==> src/common/apb_sub_cfg.svh <==
// APB subsystem configuration
// Address map, slot layout, data width and power-domain counts
// shared by the bridge, the decoder and the power block

`ifndef APB_SUB_CFG_SVH
`define APB_SUB_CFG_SVH

// ----------------------------------------------------------
// Address map
// ----------------------------------------------------------
`define APB_BASE       32'h0080_0000  // Slot 0 starts here, 64 KB per slot
`define APB_PAGE       12'h008        // Upper 12 address bits of the APB window

// ----------------------------------------------------------
// Slot layout
// ----------------------------------------------------------
`define NUM_EXT_SLOTS  4              // External peripheral slots
`define PWR_SLOT       4              // Internal power-control slot
`define NUM_BYTE_SLOTS 2              // Slots below this are byte-wide (UART style)

// Bus width
`define DATA_W         32

// ----------------------------------------------------------
// Power control
// ----------------------------------------------------------
`define NUM_DOMAINS    6              // SMC, UART, MAC0..MAC3
`define NUM_IRQ        8              // Interrupt sources seen by wake logic

`endif

==> src/common/apb_bus_pkg.sv <==
// APB bus types
// Address word with its decoder view, slot number, byte strobe
// and the AHB response codes returned by the bridge

`include "apb_sub_cfg.svh"

package apb_bus_pkg;

  // Slot number, address bits [19:16]
  typedef logic [3:0] slot_t;

  // Byte-lane strobe, one bit per byte of the data word
  typedef logic [3:0] strb_t;

  // Decoder view of the APB address
  typedef struct packed {
    logic [11:0] page;    // Must match the APB window
    slot_t       slot;    // 64 KB slot
    logic [15:0] offset;  // Register offset inside the slot
  } apb_addr_s;

  // Same 32-bit address, either as a raw bus word or split into fields
  typedef union packed {
    logic [`DATA_W-1:0] word;  // As driven on paddr
    apb_addr_s          f;     // As decoded
  } apb_addr_u;

  // AHB-lite response, only OKAY and ERROR are produced
  typedef enum logic [1:0] {
    OKAY  = 2'd0,
    ERROR = 2'd1
  } hresp_e;

endpackage

==> src/common/pwr_pkg.sv <==
// Power-control types
// Domain vector, register map of the power slot and the
// interrupt index that may wake the system from hibernation

`include "apb_sub_cfg.svh"

package pwr_pkg;

  // One bit per gated domain
  // Bit 0 SMC, bit 1 UART, bits 2..5 MAC0..MAC3
  typedef logic [`NUM_DOMAINS-1:0] domain_t;

  // Register offsets inside the power slot
  localparam logic [15:0] PWR_GATE_OFS = 16'h0000;  // Clock-gate bits
  localparam logic [15:0] PWR_ISO_OFS  = 16'h0004;  // Memory isolate (hibernation)
  localparam logic [15:0] PWR_WAKE_OFS = 16'h0008;  // Sticky wake status, write 1 to clear

  // GPIO interrupt, the only wake source while isolated
  localparam int GPIO_IRQ_IDX = 2;

endpackage

==> src/common/pwr_ctrl_if.sv <==
// Power-control link
// Carries the gate and isolate state from the power registers to
// the wake/gate logic, and the wake strobe back

interface pwr_ctrl_if;

  pwr_pkg::domain_t dom_gate;     // 1 = domain clock gated off
  logic             isolate_mem;  // Hibernation, memories isolated
  logic             wake_pulse;   // Single-cycle wake strobe, no back-pressure

  // Register block side
  modport regs (
    output dom_gate,
    output isolate_mem,
    input  wake_pulse
  );

  // Wake and clock-gate side
  modport gate (
    input  dom_gate,
    input  isolate_mem,
    output wake_pulse
  );

endinterface

==> src/bridge/ahb_apb_bridge.sv <==
// AHB-lite to APB bridge
// Latches one AHB transfer, lets the decoder check the address, then
// runs an APB SETUP and ACCESS phase or a two-cycle ERROR response.
// One transfer in flight, wait states come only from pready

`include "apb_sub_cfg.svh"

module ahb_apb_bridge (
  input  logic                   i_hclk,
  input  logic                   i_rst,
  // AHB-lite slave port
  input  logic                   i_hsel,
  input  logic [31:0]            i_haddr,
  input  logic [1:0]             i_htrans,
  input  logic                   i_hwrite,
  input  logic [`DATA_W-1:0]     i_hwdata,
  input  logic                   i_hready_in,
  output logic [`DATA_W-1:0]     o_hrdata,
  output logic                   o_hready,
  output apb_bus_pkg::hresp_e    o_hresp,
  // From slot decoder
  input  logic                   i_dec_valid,
  input  logic [`DATA_W-1:0]     i_prdata,
  input  logic                   i_pready,
  // APB master side
  output apb_bus_pkg::apb_addr_u o_paddr,
  output logic                   o_pwrite,
  output logic [`DATA_W-1:0]     o_pwdata,
  output logic                   o_pactive,
  output logic                   o_penable
);

  import apb_bus_pkg::*;

  localparam logic [1:0] HTRANS_NONSEQ = 2'b10;
  localparam logic [1:0] HTRANS_SEQ    = 2'b11;

  typedef enum logic [2:0] {
    IDLE,
    SETUP,
    ACCESS,
    ERR1,
    ERR2
  } state_e;

  state_e             state;
  logic               pend;        // Address latched, decoder result due
  logic               accept;
  apb_addr_u          paddr_q;
  logic               pwrite_q;
  logic [`DATA_W-1:0] pwdata_q;
  logic [`DATA_W-1:0] hrdata_q;

  // ----------------------------------------------------------
  // AHB side
  // ----------------------------------------------------------
  // Ready when nothing is pending, or in the last error cycle
  assign o_hready = ((state == IDLE) && !pend) || (state == ERR2);
  assign o_hresp  = ((state == ERR1) || (state == ERR2)) ? ERROR : OKAY;
  assign o_hrdata = hrdata_q;

  assign accept = i_hsel && i_hready_in && o_hready &&
                  ((i_htrans == HTRANS_NONSEQ) || (i_htrans == HTRANS_SEQ));

  // ----------------------------------------------------------
  // Transfer FSM
  // ----------------------------------------------------------
  always_ff @(posedge i_hclk) begin
    if (i_rst) begin
      state <= IDLE;
      pend  <= 1'b0;
    end else begin
      pend <= accept;  // Only possible while ready, so no overlap
      case (state)
        IDLE: begin
          if (pend) begin
            state <= i_dec_valid ? SETUP : ERR1;  // Bad address, no psel
          end
        end
        SETUP:  state <= ACCESS;
        ACCESS: begin
          if (i_pready) begin
            state <= IDLE;  // Slave done, release AHB
          end
        end
        ERR1:    state <= ERR2;
        ERR2:    state <= IDLE;
        default: state <= IDLE;
      endcase
    end
  end

  // Address phase, data phase and read return registers
  always_ff @(posedge i_hclk) begin
    if (accept) begin
      paddr_q.word <= i_haddr;
      pwrite_q     <= i_hwrite;
    end
    if (pend) begin
      pwdata_q <= i_hwdata;  // hwdata valid one cycle after address
    end
    if ((state == ACCESS) && i_pready && !pwrite_q) begin
      hrdata_q <= i_prdata;
    end
  end

  // ----------------------------------------------------------
  // APB side
  // ----------------------------------------------------------
  assign o_paddr   = paddr_q;
  assign o_pwrite  = pwrite_q;
  assign o_pwdata  = pwdata_q;
  assign o_pactive = (state == SETUP) || (state == ACCESS);
  assign o_penable = (state == ACCESS);

  // ACCESS always preceded by a SETUP cycle
  a_penable_after_setup : assert property (
    @(posedge i_hclk) disable iff (i_rst)
    $rose(o_penable) |-> $past(o_pactive)
  ) else $error("penable rose without a preceding setup phase");

endmodule

==> src/bridge/apb_slot_decode.sv <==
// APB slot decoder
// Checks the page, selects one of the external slots or the power slot,
// builds byte-lane strobes for the UART-style slots and returns the
// selected read data and ready

`include "apb_sub_cfg.svh"

module apb_slot_decode (
  input  apb_bus_pkg::apb_addr_u                  i_paddr,
  input  logic                                    i_pactive,
  output logic                                    o_valid,
  output logic [`NUM_EXT_SLOTS:0]                 o_psel,
  output apb_bus_pkg::strb_t                      o_pstrb,
  input  logic [`NUM_EXT_SLOTS-1:0][`DATA_W-1:0] i_prdata_ext,
  input  logic [`NUM_EXT_SLOTS-1:0]               i_pready_ext,
  input  logic [`DATA_W-1:0]                      i_prdata_pwr,
  output logic [`DATA_W-1:0]                      o_prdata,
  output logic                                    o_pready
);

  import apb_bus_pkg::*;

  // Slot numbers count from the slot field of the window base
  localparam slot_t BASE_SLOT = slot_t'((`APB_BASE >> 16) & 32'hF);

  slot_t slot;
  logic  page_hit;
  logic  is_ext;
  logic  is_pwr;

  assign slot     = i_paddr.f.slot - BASE_SLOT;
  assign page_hit = (i_paddr.f.page == `APB_PAGE);
  assign is_ext   = page_hit && (slot < slot_t'(`NUM_EXT_SLOTS));
  assign is_pwr   = page_hit && (slot == slot_t'(`PWR_SLOT));
  assign o_valid  = is_ext || is_pwr;  // Anything else gets ERROR

  // ----------------------------------------------------------
  // Peripheral selects
  // ----------------------------------------------------------
  always_comb begin
    o_psel = '0;
    for (int i = 0; i < `NUM_EXT_SLOTS; i++) begin
      o_psel[i] = i_pactive && is_ext && (slot == slot_t'(i));
    end
    o_psel[`PWR_SLOT] = i_pactive && is_pwr;
  end

  // Byte slots take one little-endian lane from addr[1:0]
  always_comb begin
    if (is_ext && (slot < slot_t'(`NUM_BYTE_SLOTS))) begin
      o_pstrb = strb_t'(1) << i_paddr.f.offset[1:0];
    end else begin
      o_pstrb = '1;  // Word access
    end
  end

  // ----------------------------------------------------------
  // Read data and ready return
  // ----------------------------------------------------------
  always_comb begin
    o_prdata = '0;    // Unmapped reads return zero
    o_pready = 1'b1;  // and never stall
    for (int i = 0; i < `NUM_EXT_SLOTS; i++) begin
      if (is_ext && (slot == slot_t'(i))) begin
        o_prdata = i_prdata_ext[i];
        o_pready = i_pready_ext[i];
      end
    end
    if (is_pwr) begin
      o_prdata = i_prdata_pwr;  // Power slot is zero-wait
    end
  end

endmodule

==> src/power/pwr_ctrl_regs.sv <==
// Power-control register block
// APB slave with domain clock-gate bits, the memory isolate bit and
// a sticky wake status that raises the wake interrupt

`include "apb_sub_cfg.svh"

module pwr_ctrl_regs (
  input  logic               i_hclk,
  input  logic               i_rst,
  // APB slave
  input  logic               i_psel,
  input  logic               i_penable,
  input  logic               i_pwrite,
  input  logic [15:0]        i_paddr,    // Offset within the power slot
  input  logic [`DATA_W-1:0] i_pwdata,
  output logic [`DATA_W-1:0] o_prdata,
  output logic               o_wake_irq,
  // To wake/gate logic
  pwr_ctrl_if.regs           ctrl
);

  import pwr_pkg::*;

  domain_t gate_q;
  logic    iso_q;
  logic    wake_q;
  logic    wr_en;

  // Write lands on the ACCESS edge, slot never inserts waits
  assign wr_en = i_psel && i_penable && i_pwrite;

  // ----------------------------------------------------------
  // Registers
  // ----------------------------------------------------------
  always_ff @(posedge i_hclk) begin
    if (i_rst) begin
      gate_q <= '0;  // All domains clocked
      iso_q  <= 1'b0;
      wake_q <= 1'b0;
    end else begin
      if (wr_en && (i_paddr == PWR_GATE_OFS)) begin
        gate_q <= i_pwdata[`NUM_DOMAINS-1:0];
      end
      if (wr_en && (i_paddr == PWR_ISO_OFS)) begin
        iso_q <= i_pwdata[0];
      end
      if (wr_en && (i_paddr == PWR_WAKE_OFS) && i_pwdata[0]) begin
        wake_q <= 1'b0;  // W1C
      end
      // Wake beats a same-cycle software write
      if (ctrl.wake_pulse) begin
        wake_q <= 1'b1;
        gate_q <= '0;    // Ungate every domain
      end
    end
  end

  // Read mux, zero-extended fields
  always_comb begin
    o_prdata = '0;
    if (i_psel) begin
      case (i_paddr)
        PWR_GATE_OFS: o_prdata[`NUM_DOMAINS-1:0] = gate_q;
        PWR_ISO_OFS:  o_prdata[0] = iso_q;
        PWR_WAKE_OFS: o_prdata[0] = wake_q;
        default:      o_prdata = '0;
      endcase
    end
  end

  assign o_wake_irq       = wake_q;
  assign ctrl.dom_gate    = gate_q;
  assign ctrl.isolate_mem = iso_q;

endmodule

==> src/power/pwr_wake_gate.sv <==
// Wake detection and domain clock enables
// Any interrupt wakes from sleep, only GPIO wakes from hibernation.
// Clock enables are registered from the gate bits, forced on for scan

`include "apb_sub_cfg.svh"

module pwr_wake_gate (
  input  logic                 i_hclk,
  input  logic                 i_rst,
  input  logic [`NUM_IRQ-1:0]  i_irq,
  input  logic                 i_scan_mode,
  output pwr_pkg::domain_t     o_clk_en,
  pwr_ctrl_if.gate             ctrl
);

  import pwr_pkg::*;

  logic    wake_cond;
  logic    wake_cond_q;
  logic    wake_pulse_q;
  domain_t clk_en_q;

  // ----------------------------------------------------------
  // Wake event
  // ----------------------------------------------------------
  // Hibernation listens to GPIO only
  assign wake_cond = ctrl.isolate_mem ? i_irq[GPIO_IRQ_IDX] : (|i_irq);

  always_ff @(posedge i_hclk) begin
    if (i_rst) begin
      wake_cond_q  <= 1'b0;
      wake_pulse_q <= 1'b0;
    end else begin
      wake_cond_q  <= wake_cond;
      wake_pulse_q <= wake_cond && !wake_cond_q;  // Rising edge only
    end
  end

  assign ctrl.wake_pulse = wake_pulse_q;

  // ----------------------------------------------------------
  // Clock enables
  // ----------------------------------------------------------
  always_ff @(posedge i_hclk) begin
    if (i_rst) begin
      clk_en_q <= '1;
    end else begin
      clk_en_q <= ~ctrl.dom_gate;  // Gate bit set = clock off
    end
  end

  assign o_clk_en = i_scan_mode ? '1 : clk_en_q;  // Scan keeps everything clocked

  // One strobe per wake event, a held interrupt must not repeat it
  a_wake_single : assert property (
    @(posedge i_hclk) disable iff (i_rst)
    ctrl.wake_pulse |=> !ctrl.wake_pulse
  ) else $error("wake_pulse held for more than one cycle");

endmodule

==> src/source/apb_subsystem.sv <==
// APB peripheral subsystem front end
// AHB-lite slave port, AHB to APB bridge, slot decoder and the
// internal power-control slot with wake and clock-enable logic

`include "apb_sub_cfg.svh"

module apb_subsystem (
  input  logic                                 i_hclk,
  input  logic                                 i_rst,
  // AHB-lite slave
  input  logic                                 i_hsel,
  input  logic [31:0]                          i_haddr,
  input  logic [1:0]                           i_htrans,
  input  logic                                 i_hwrite,
  input  logic [`DATA_W-1:0]                   i_hwdata,
  input  logic                                 i_hready_in,
  output logic [`DATA_W-1:0]                   o_hrdata,
  output logic                                 o_hready,
  output logic [1:0]                           o_hresp,
  // APB to external slots
  output logic [`NUM_EXT_SLOTS-1:0]            o_psel,
  output logic                                 o_penable,
  output logic [31:0]                          o_paddr,
  output logic                                 o_pwrite,
  output logic [`DATA_W-1:0]                   o_pwdata,
  output logic [3:0]                           o_pstrb,
  input  logic [`NUM_EXT_SLOTS*`DATA_W-1:0]    i_prdata,  // Slot 0 in low word
  input  logic [`NUM_EXT_SLOTS-1:0]            i_pready,
  // Power control
  input  logic [`NUM_IRQ-1:0]                  i_irq,
  input  logic                                 i_scan_mode,
  output logic [`NUM_DOMAINS-1:0]              o_clk_en,
  output logic                                 o_wake_irq
);

  import apb_bus_pkg::*;

  apb_addr_u                paddr;
  hresp_e                   hresp;
  logic                     dec_valid;
  logic                     pactive;
  logic                     penable;
  logic                     pwrite;
  logic [`DATA_W-1:0]       pwdata;
  logic [`NUM_EXT_SLOTS:0]  psel_all;   // Top bit is the power slot
  logic [`DATA_W-1:0]       prdata_mux;
  logic                     pready_mux;
  logic [`DATA_W-1:0]       prdata_pwr;

  pwr_ctrl_if u_pwr_if ();

  // ----------------------------------------------------------
  // Bridge and decoder
  // ----------------------------------------------------------
  ahb_apb_bridge u_bridge (
    .i_hclk      (i_hclk),
    .i_rst       (i_rst),
    .i_hsel      (i_hsel),
    .i_haddr     (i_haddr),
    .i_htrans    (i_htrans),
    .i_hwrite    (i_hwrite),
    .i_hwdata    (i_hwdata),
    .i_hready_in (i_hready_in),
    .o_hrdata    (o_hrdata),
    .o_hready    (o_hready),
    .o_hresp     (hresp),
    .i_dec_valid (dec_valid),
    .i_prdata    (prdata_mux),
    .i_pready    (pready_mux),
    .o_paddr     (paddr),
    .o_pwrite    (pwrite),
    .o_pwdata    (pwdata),
    .o_pactive   (pactive),
    .o_penable   (penable)
  );

  apb_slot_decode u_decode (
    .i_paddr      (paddr),
    .i_pactive    (pactive),
    .o_valid      (dec_valid),
    .o_psel       (psel_all),
    .o_pstrb      (o_pstrb),
    .i_prdata_ext (i_prdata),
    .i_pready_ext (i_pready),
    .i_prdata_pwr (prdata_pwr),
    .o_prdata     (prdata_mux),
    .o_pready     (pready_mux)
  );

  // ----------------------------------------------------------
  // Power-control slot
  // ----------------------------------------------------------
  pwr_ctrl_regs u_pwr_regs (
    .i_hclk     (i_hclk),
    .i_rst      (i_rst),
    .i_psel     (psel_all[`PWR_SLOT]),
    .i_penable  (penable),
    .i_pwrite   (pwrite),
    .i_paddr    (paddr.f.offset),
    .i_pwdata   (pwdata),
    .o_prdata   (prdata_pwr),
    .o_wake_irq (o_wake_irq),
    .ctrl       (u_pwr_if)
  );

  pwr_wake_gate u_wake_gate (
    .i_hclk      (i_hclk),
    .i_rst       (i_rst),
    .i_irq       (i_irq),
    .i_scan_mode (i_scan_mode),
    .o_clk_en    (o_clk_en),
    .ctrl        (u_pwr_if)
  );

  // Pin-level APB
  assign o_psel    = psel_all[`NUM_EXT_SLOTS-1:0];
  assign o_penable = penable;
  assign o_paddr   = paddr.word;
  assign o_pwrite  = pwrite;
  assign o_pwdata  = pwdata;
  assign o_hresp   = hresp;

endmodule

==> config.mk <==
export PLATFORM = sky130hd
export DESIGN_NAME = apb_subsystem
export DESIGN_NICKNAME = d
export VERILOG_FILES = /design/src/common/apb_bus_pkg.sv /design/src/common/pwr_pkg.sv /design/src/common/pwr_ctrl_if.sv /design/src/bridge/ahb_apb_bridge.sv /design/src/bridge/apb_slot_decode.sv /design/src/power/pwr_ctrl_regs.sv /design/src/power/pwr_wake_gate.sv /design/src/source/apb_subsystem.sv
export VERILOG_INCLUDE_DIRS = /design/src /design/src/common
export SDC_FILE = /design/constraint.sdc
export NUM_CORES = 1
export LEC_CHECK = 0
export ABC_AREA = 1
export BUFFER_PORTS_ARGS = -buffer_cell sky130_fd_sc_hd__buf_2
export CAP_MARGIN = 20
export CORE_AREA = 2 2 129 131
export CTS_CLUSTER_DIAMETER = 30
export DETAILED_ROUTE_END_ITERATION = 8
export DIE_AREA = 0 0 131 133
export HOLD_SLACK_MARGIN = 0.12
export PLACE_DENSITY = 0.7
export SYNTH_ARGS = -nofsm -noshare
export SYNTH_HDL_FRONTEND = slang
export SYNTH_SLANG_ARGS = --single-unit
==> constraint.sdc <==
create_clock -name i_hclk -period 4.55 [get_ports i_hclk]
set_input_delay 0.2275 -clock i_hclk [delete_from_list [all_inputs] [get_ports i_hclk]]
set_output_delay 0.2275 -clock i_hclk [all_outputs]
set_load 0.02 [all_outputs]
==> impl_metrics.yaml <==
finish:
  final_cell_mix: "buf_2 (325), nand2_1 (111), edfxtp_1 (97), dlygate4sd3_1 (78), inv_1 (60)"
  final_common_cell: "buf_2"
  area_growth_pct: 57.8
  final_nets: 1140
  utilization_pct: 53.4
  drive_above_1_share_pct: 44.6
  diodes: 0
pwr:
  ir_drop_uv: 244
  p_leak_nw: 4.02
  combPwrFrac_pct: 8.3
  swShare_pct: 22.6
  powerDensity_nw_per_um2: 318
  p_int_w: 0.00212
  switching_power_w: 0.000620
  power_frac_clock_pct: 48.2
  power_frac_seq_pct: 43.5
placed_design:
  io_buffers: 325
  dp_slack_ns: 1.91
  dp_hpwl_mm: 11.8
  gp_congestion: 0.783
floorplan:
  fp.coreArea_um2: 16200
  rows: 47
  die_h_um: 133
  dieWidth_um: 131
  initial_utilization_pct: 33.8
  die_area_um2: 17400
  ios: 328
drt:
  postRouteAntennaNets: 0
  route.met2.wl_mm: 9.04
  route.top_layer_used: "met4"
  wl_met1_mm: 6.45
  wl_met3_mm: 1.49
  vias: 5248
  first_pass_iters: 7
  drc: 0
  drtIter0Drc: 224
  postRouteWirelength_mm: 17.3
  avgRoutedWirePerCell_um: 14.9
  via_per_inst: 4.52
sta:
  finalCritPeriodShare_pct: 57.9
  finalHoldWorstSlack_ns: 0.139
  relSlewSlack_pct: 41.1
  rsz0062_at_grt: "no"
  worstMarginPinSlew_ns: 0.882
  setup_viol: 0
  setup_slack_ns: 1.91
  finalSetupTns_ns: 0
  drv_slew: 0
  fmax_mhz: 380
  period_needed_ns: 2.64
  finalClockSkew_ns: 0.00788
  hold_viol_final: 0
logic_synthesis:
  syn_nets: 733
  yosysSeqAreaShare_pct: 60.6
  synth_cells: 521
  netlist_area_um2: 5470
  avgSynthCellArea_um2: 10.5
  ys_types: 34
  yosysWarnings: 0
  ys_ff_latch: 117
global_routing:
  grt_first_pass_wirelength_mm: 26.1
  grt.total_usage_pct: 19.6
  grt_pass1_vias: 5371
  antenna_found_initial: 0
  grt.overflow.total: 0
  grt_max_degree: 38
worst_setup_path:
  worstReg2RegStart: "u_bridge.o_paddr[26]$_DFFE_PP_"
  cp.arrival_ns: 2.79
  rr_worst_depth: 10
  crit_type: "reg2reg"
  worstSetupStartpointType: "register"
  rrSetupSlack_ns: 1.91
  crit_fanout: 37
  cp-end-kind: "register"
  r2r-end: "u_bridge.o_hrdata[4]$_DFFE_PP_"
  required_ns: 4.71
clocking:
  cts_max_level: 4
  clock_path_buffers: 2
  cts_buffers: 17
  cts.sinks: 117
  clock_latency_ns: 0.41
  cts.clk_slew.worst_paths_ns: 0.05
  post_cts_buffers: 0
  ctsRootBufferMaster: "clkbuf_16"
  cts_tree: "done"
job:
  max_cap_violations: 0
min_path:
  holdCritStartpoint: "i_prdata[123]"
  min_path_type: "in2reg"
  min_to: "u_bridge.o_hrdata[27]$_SDFFCE_PN0P_"
  min_path_cells: 3
run_status:
  outcome: "finished clean"
## area by class of cell
type	instances	area, um^2
timing repair buffer	406	2430
tap	220	275
sequential	117	3310
fill	1436	7540
inverter	68	255
clock inverter	13	148
multi-input combinational	318	1770
clock buffer	19	433
## cell usage after synthesis
master | n | area [um^2]
o211ai_1 | 2 | 15.0
buf_6 | 4 | 45.0
clkbuf_4 | 1 | 7.51
o221ai_1 | 1 | 8.76
inv_2 | 8 | 30.0
clkbuf_1 | 1 | 3.75
nor3_1 | 12 | 60.1
inv_1 | 60 | 225
nor2_1 | 38 | 143
nand3b_1 | 1 | 7.51
o21ai_1 | 5 | 25.0
nand2_4 | 1 | 11.3
conb_1 | 1 | 3.75
or2_2 | 6 | 37.5
nand3b_2 | 1 | 11.3
nor2_2 | 2 | 12.5
and2_2 | 1 | 7.51
nand4_1 | 5 | 31.3
o21ai_0 | 17 | 85.1
nand3b_4 | 1 | 20.0
nand2_1 | 111 | 417
nand3_2 | 3 | 30.0
o211ai_2 | 26 | 325
buf_4 | 8 | 60.1
nor4_1 | 1 | 6.26
nand3_1 | 40 | 200
and2_1 | 1 | 6.26
nor3_2 | 4 | 40.0
buf_2 | 4 | 20.0
edfxtp_1 | 97 | 2910
nor2_4 | 4 | 45.0
a21oi_1 | 31 | 155
dfxtp_1 | 20 | 400
nor2_8 | 3 | 60.1
## worst max path at each step
stage | from | to | slack (ns)
after floorplan | u_bridge.o_paddr[17]$_DFFE_PP_ | u_bridge.o_hrdata[0]$_DFFE_PP_ | 0.85
after global placement | u_bridge.o_paddr[27]$_DFFE_PP_ | u_bridge.o_hrdata[5]$_DFFE_PP_ | 1.96
after detailed placement | u_bridge.o_paddr[27]$_DFFE_PP_ | u_bridge.o_hrdata[3]$_DFFE_PP_ | 1.91
after CTS | u_bridge.o_paddr[27]$_DFFE_PP_ | u_bridge.o_hrdata[3]$_DFFE_PP_ | 1.93
after global routing | u_bridge.o_paddr[27]$_DFFE_PP_ | u_bridge.o_hrdata[2]$_DFFE_PP_ | 1.60
final | u_bridge.o_paddr[26]$_DFFE_PP_ | u_bridge.o_hrdata[4]$_DFFE_PP_ | 1.91
## per-layer routing
metal,vias to the layer above,global-route usage (%)
li1,2595,-
met2,245,36.8
met5,-,0
met1,2380,19.8
met4,0,5.73
met3,28,7.36
## power groups by stage
| stage | Sequential, W | Clock, W | Combinational (W) |
|---|---|---|---|
| 5_1_grt | 0.00119 | 0.00139 | 0.000248 |
| 6_report | 0.00119 | 0.00132 | 0.000229 |
| 3_3_place_gp | 0.00121 | 0 | 0.000171 |
| 4_1_cts | 0.00119 | 0.00135 | 0.000226 |
| 3_5_place_dp | 0.00121 | 0 | 0.000174 |
| 2_1_floorplan | 0.00124 | 0 | 0.0000269 |
## logic make-up (layout without fill, tap and decap cells)
group           Yosys count  count (layout)  share of synthesized area [%]
compound gates           82              82                           11.2
buf+inv                  86             506                           7.16
flops                   117             117                           60.6
other cells               1               1                         0.0686
simple gates            235             235                           21.0
## registers in the layout, indices dropped and copies added, names as in the netlist
signal / count
u_pwr_regs.ctrl.dom_gate: 6
u_wake_gate.ctrl.wake_pulse: 1
u_bridge.state: 3
u_pwr_regs.o_wake_irq: 1
u_bridge.o_paddr: 32
u_pwr_regs.ctrl.isolate_mem: 1
u_wake_gate.wake_cond_q: 1
u_bridge.o_hrdata: 32
u_bridge.o_pwdata: 32
u_wake_gate.clk_en_q: 6
u_bridge.o_pwrite: 1
u_bridge.pend: 1
## worst max-delay path, cell delays in order, from the launching register on
cell	delay (ns)
edfxtp_1	0.41
nor2_1	0.23
nand3_2	0.16
nor2_8	0.16
nand2_4	0.13
nor2_8	0.37
inv_2	0.44
o21ai_0	0.28
inv_1	0.06
nand2_1	0.06
nand2_1	0.06
## repair_timing
item / 4_1_cts / 5_1_grt
endpoints found under the hold margin: 79 / 0
hold buffers: 78 / 0
gates resized for setup: 0 / 0
## through the flow
step	power, W	instance area [um^2]	std cells
final	0.00274	8630	1161
after global routing	0.00284	8630	1161
after CTS	0.00277	8630	1161
after detailed placement	0.00139	7270	1051
after global placement	0.00138	7270	1051
after floorplan	0.00127	5470	521
Note: power is estimated with default switching activity, not from simulation.
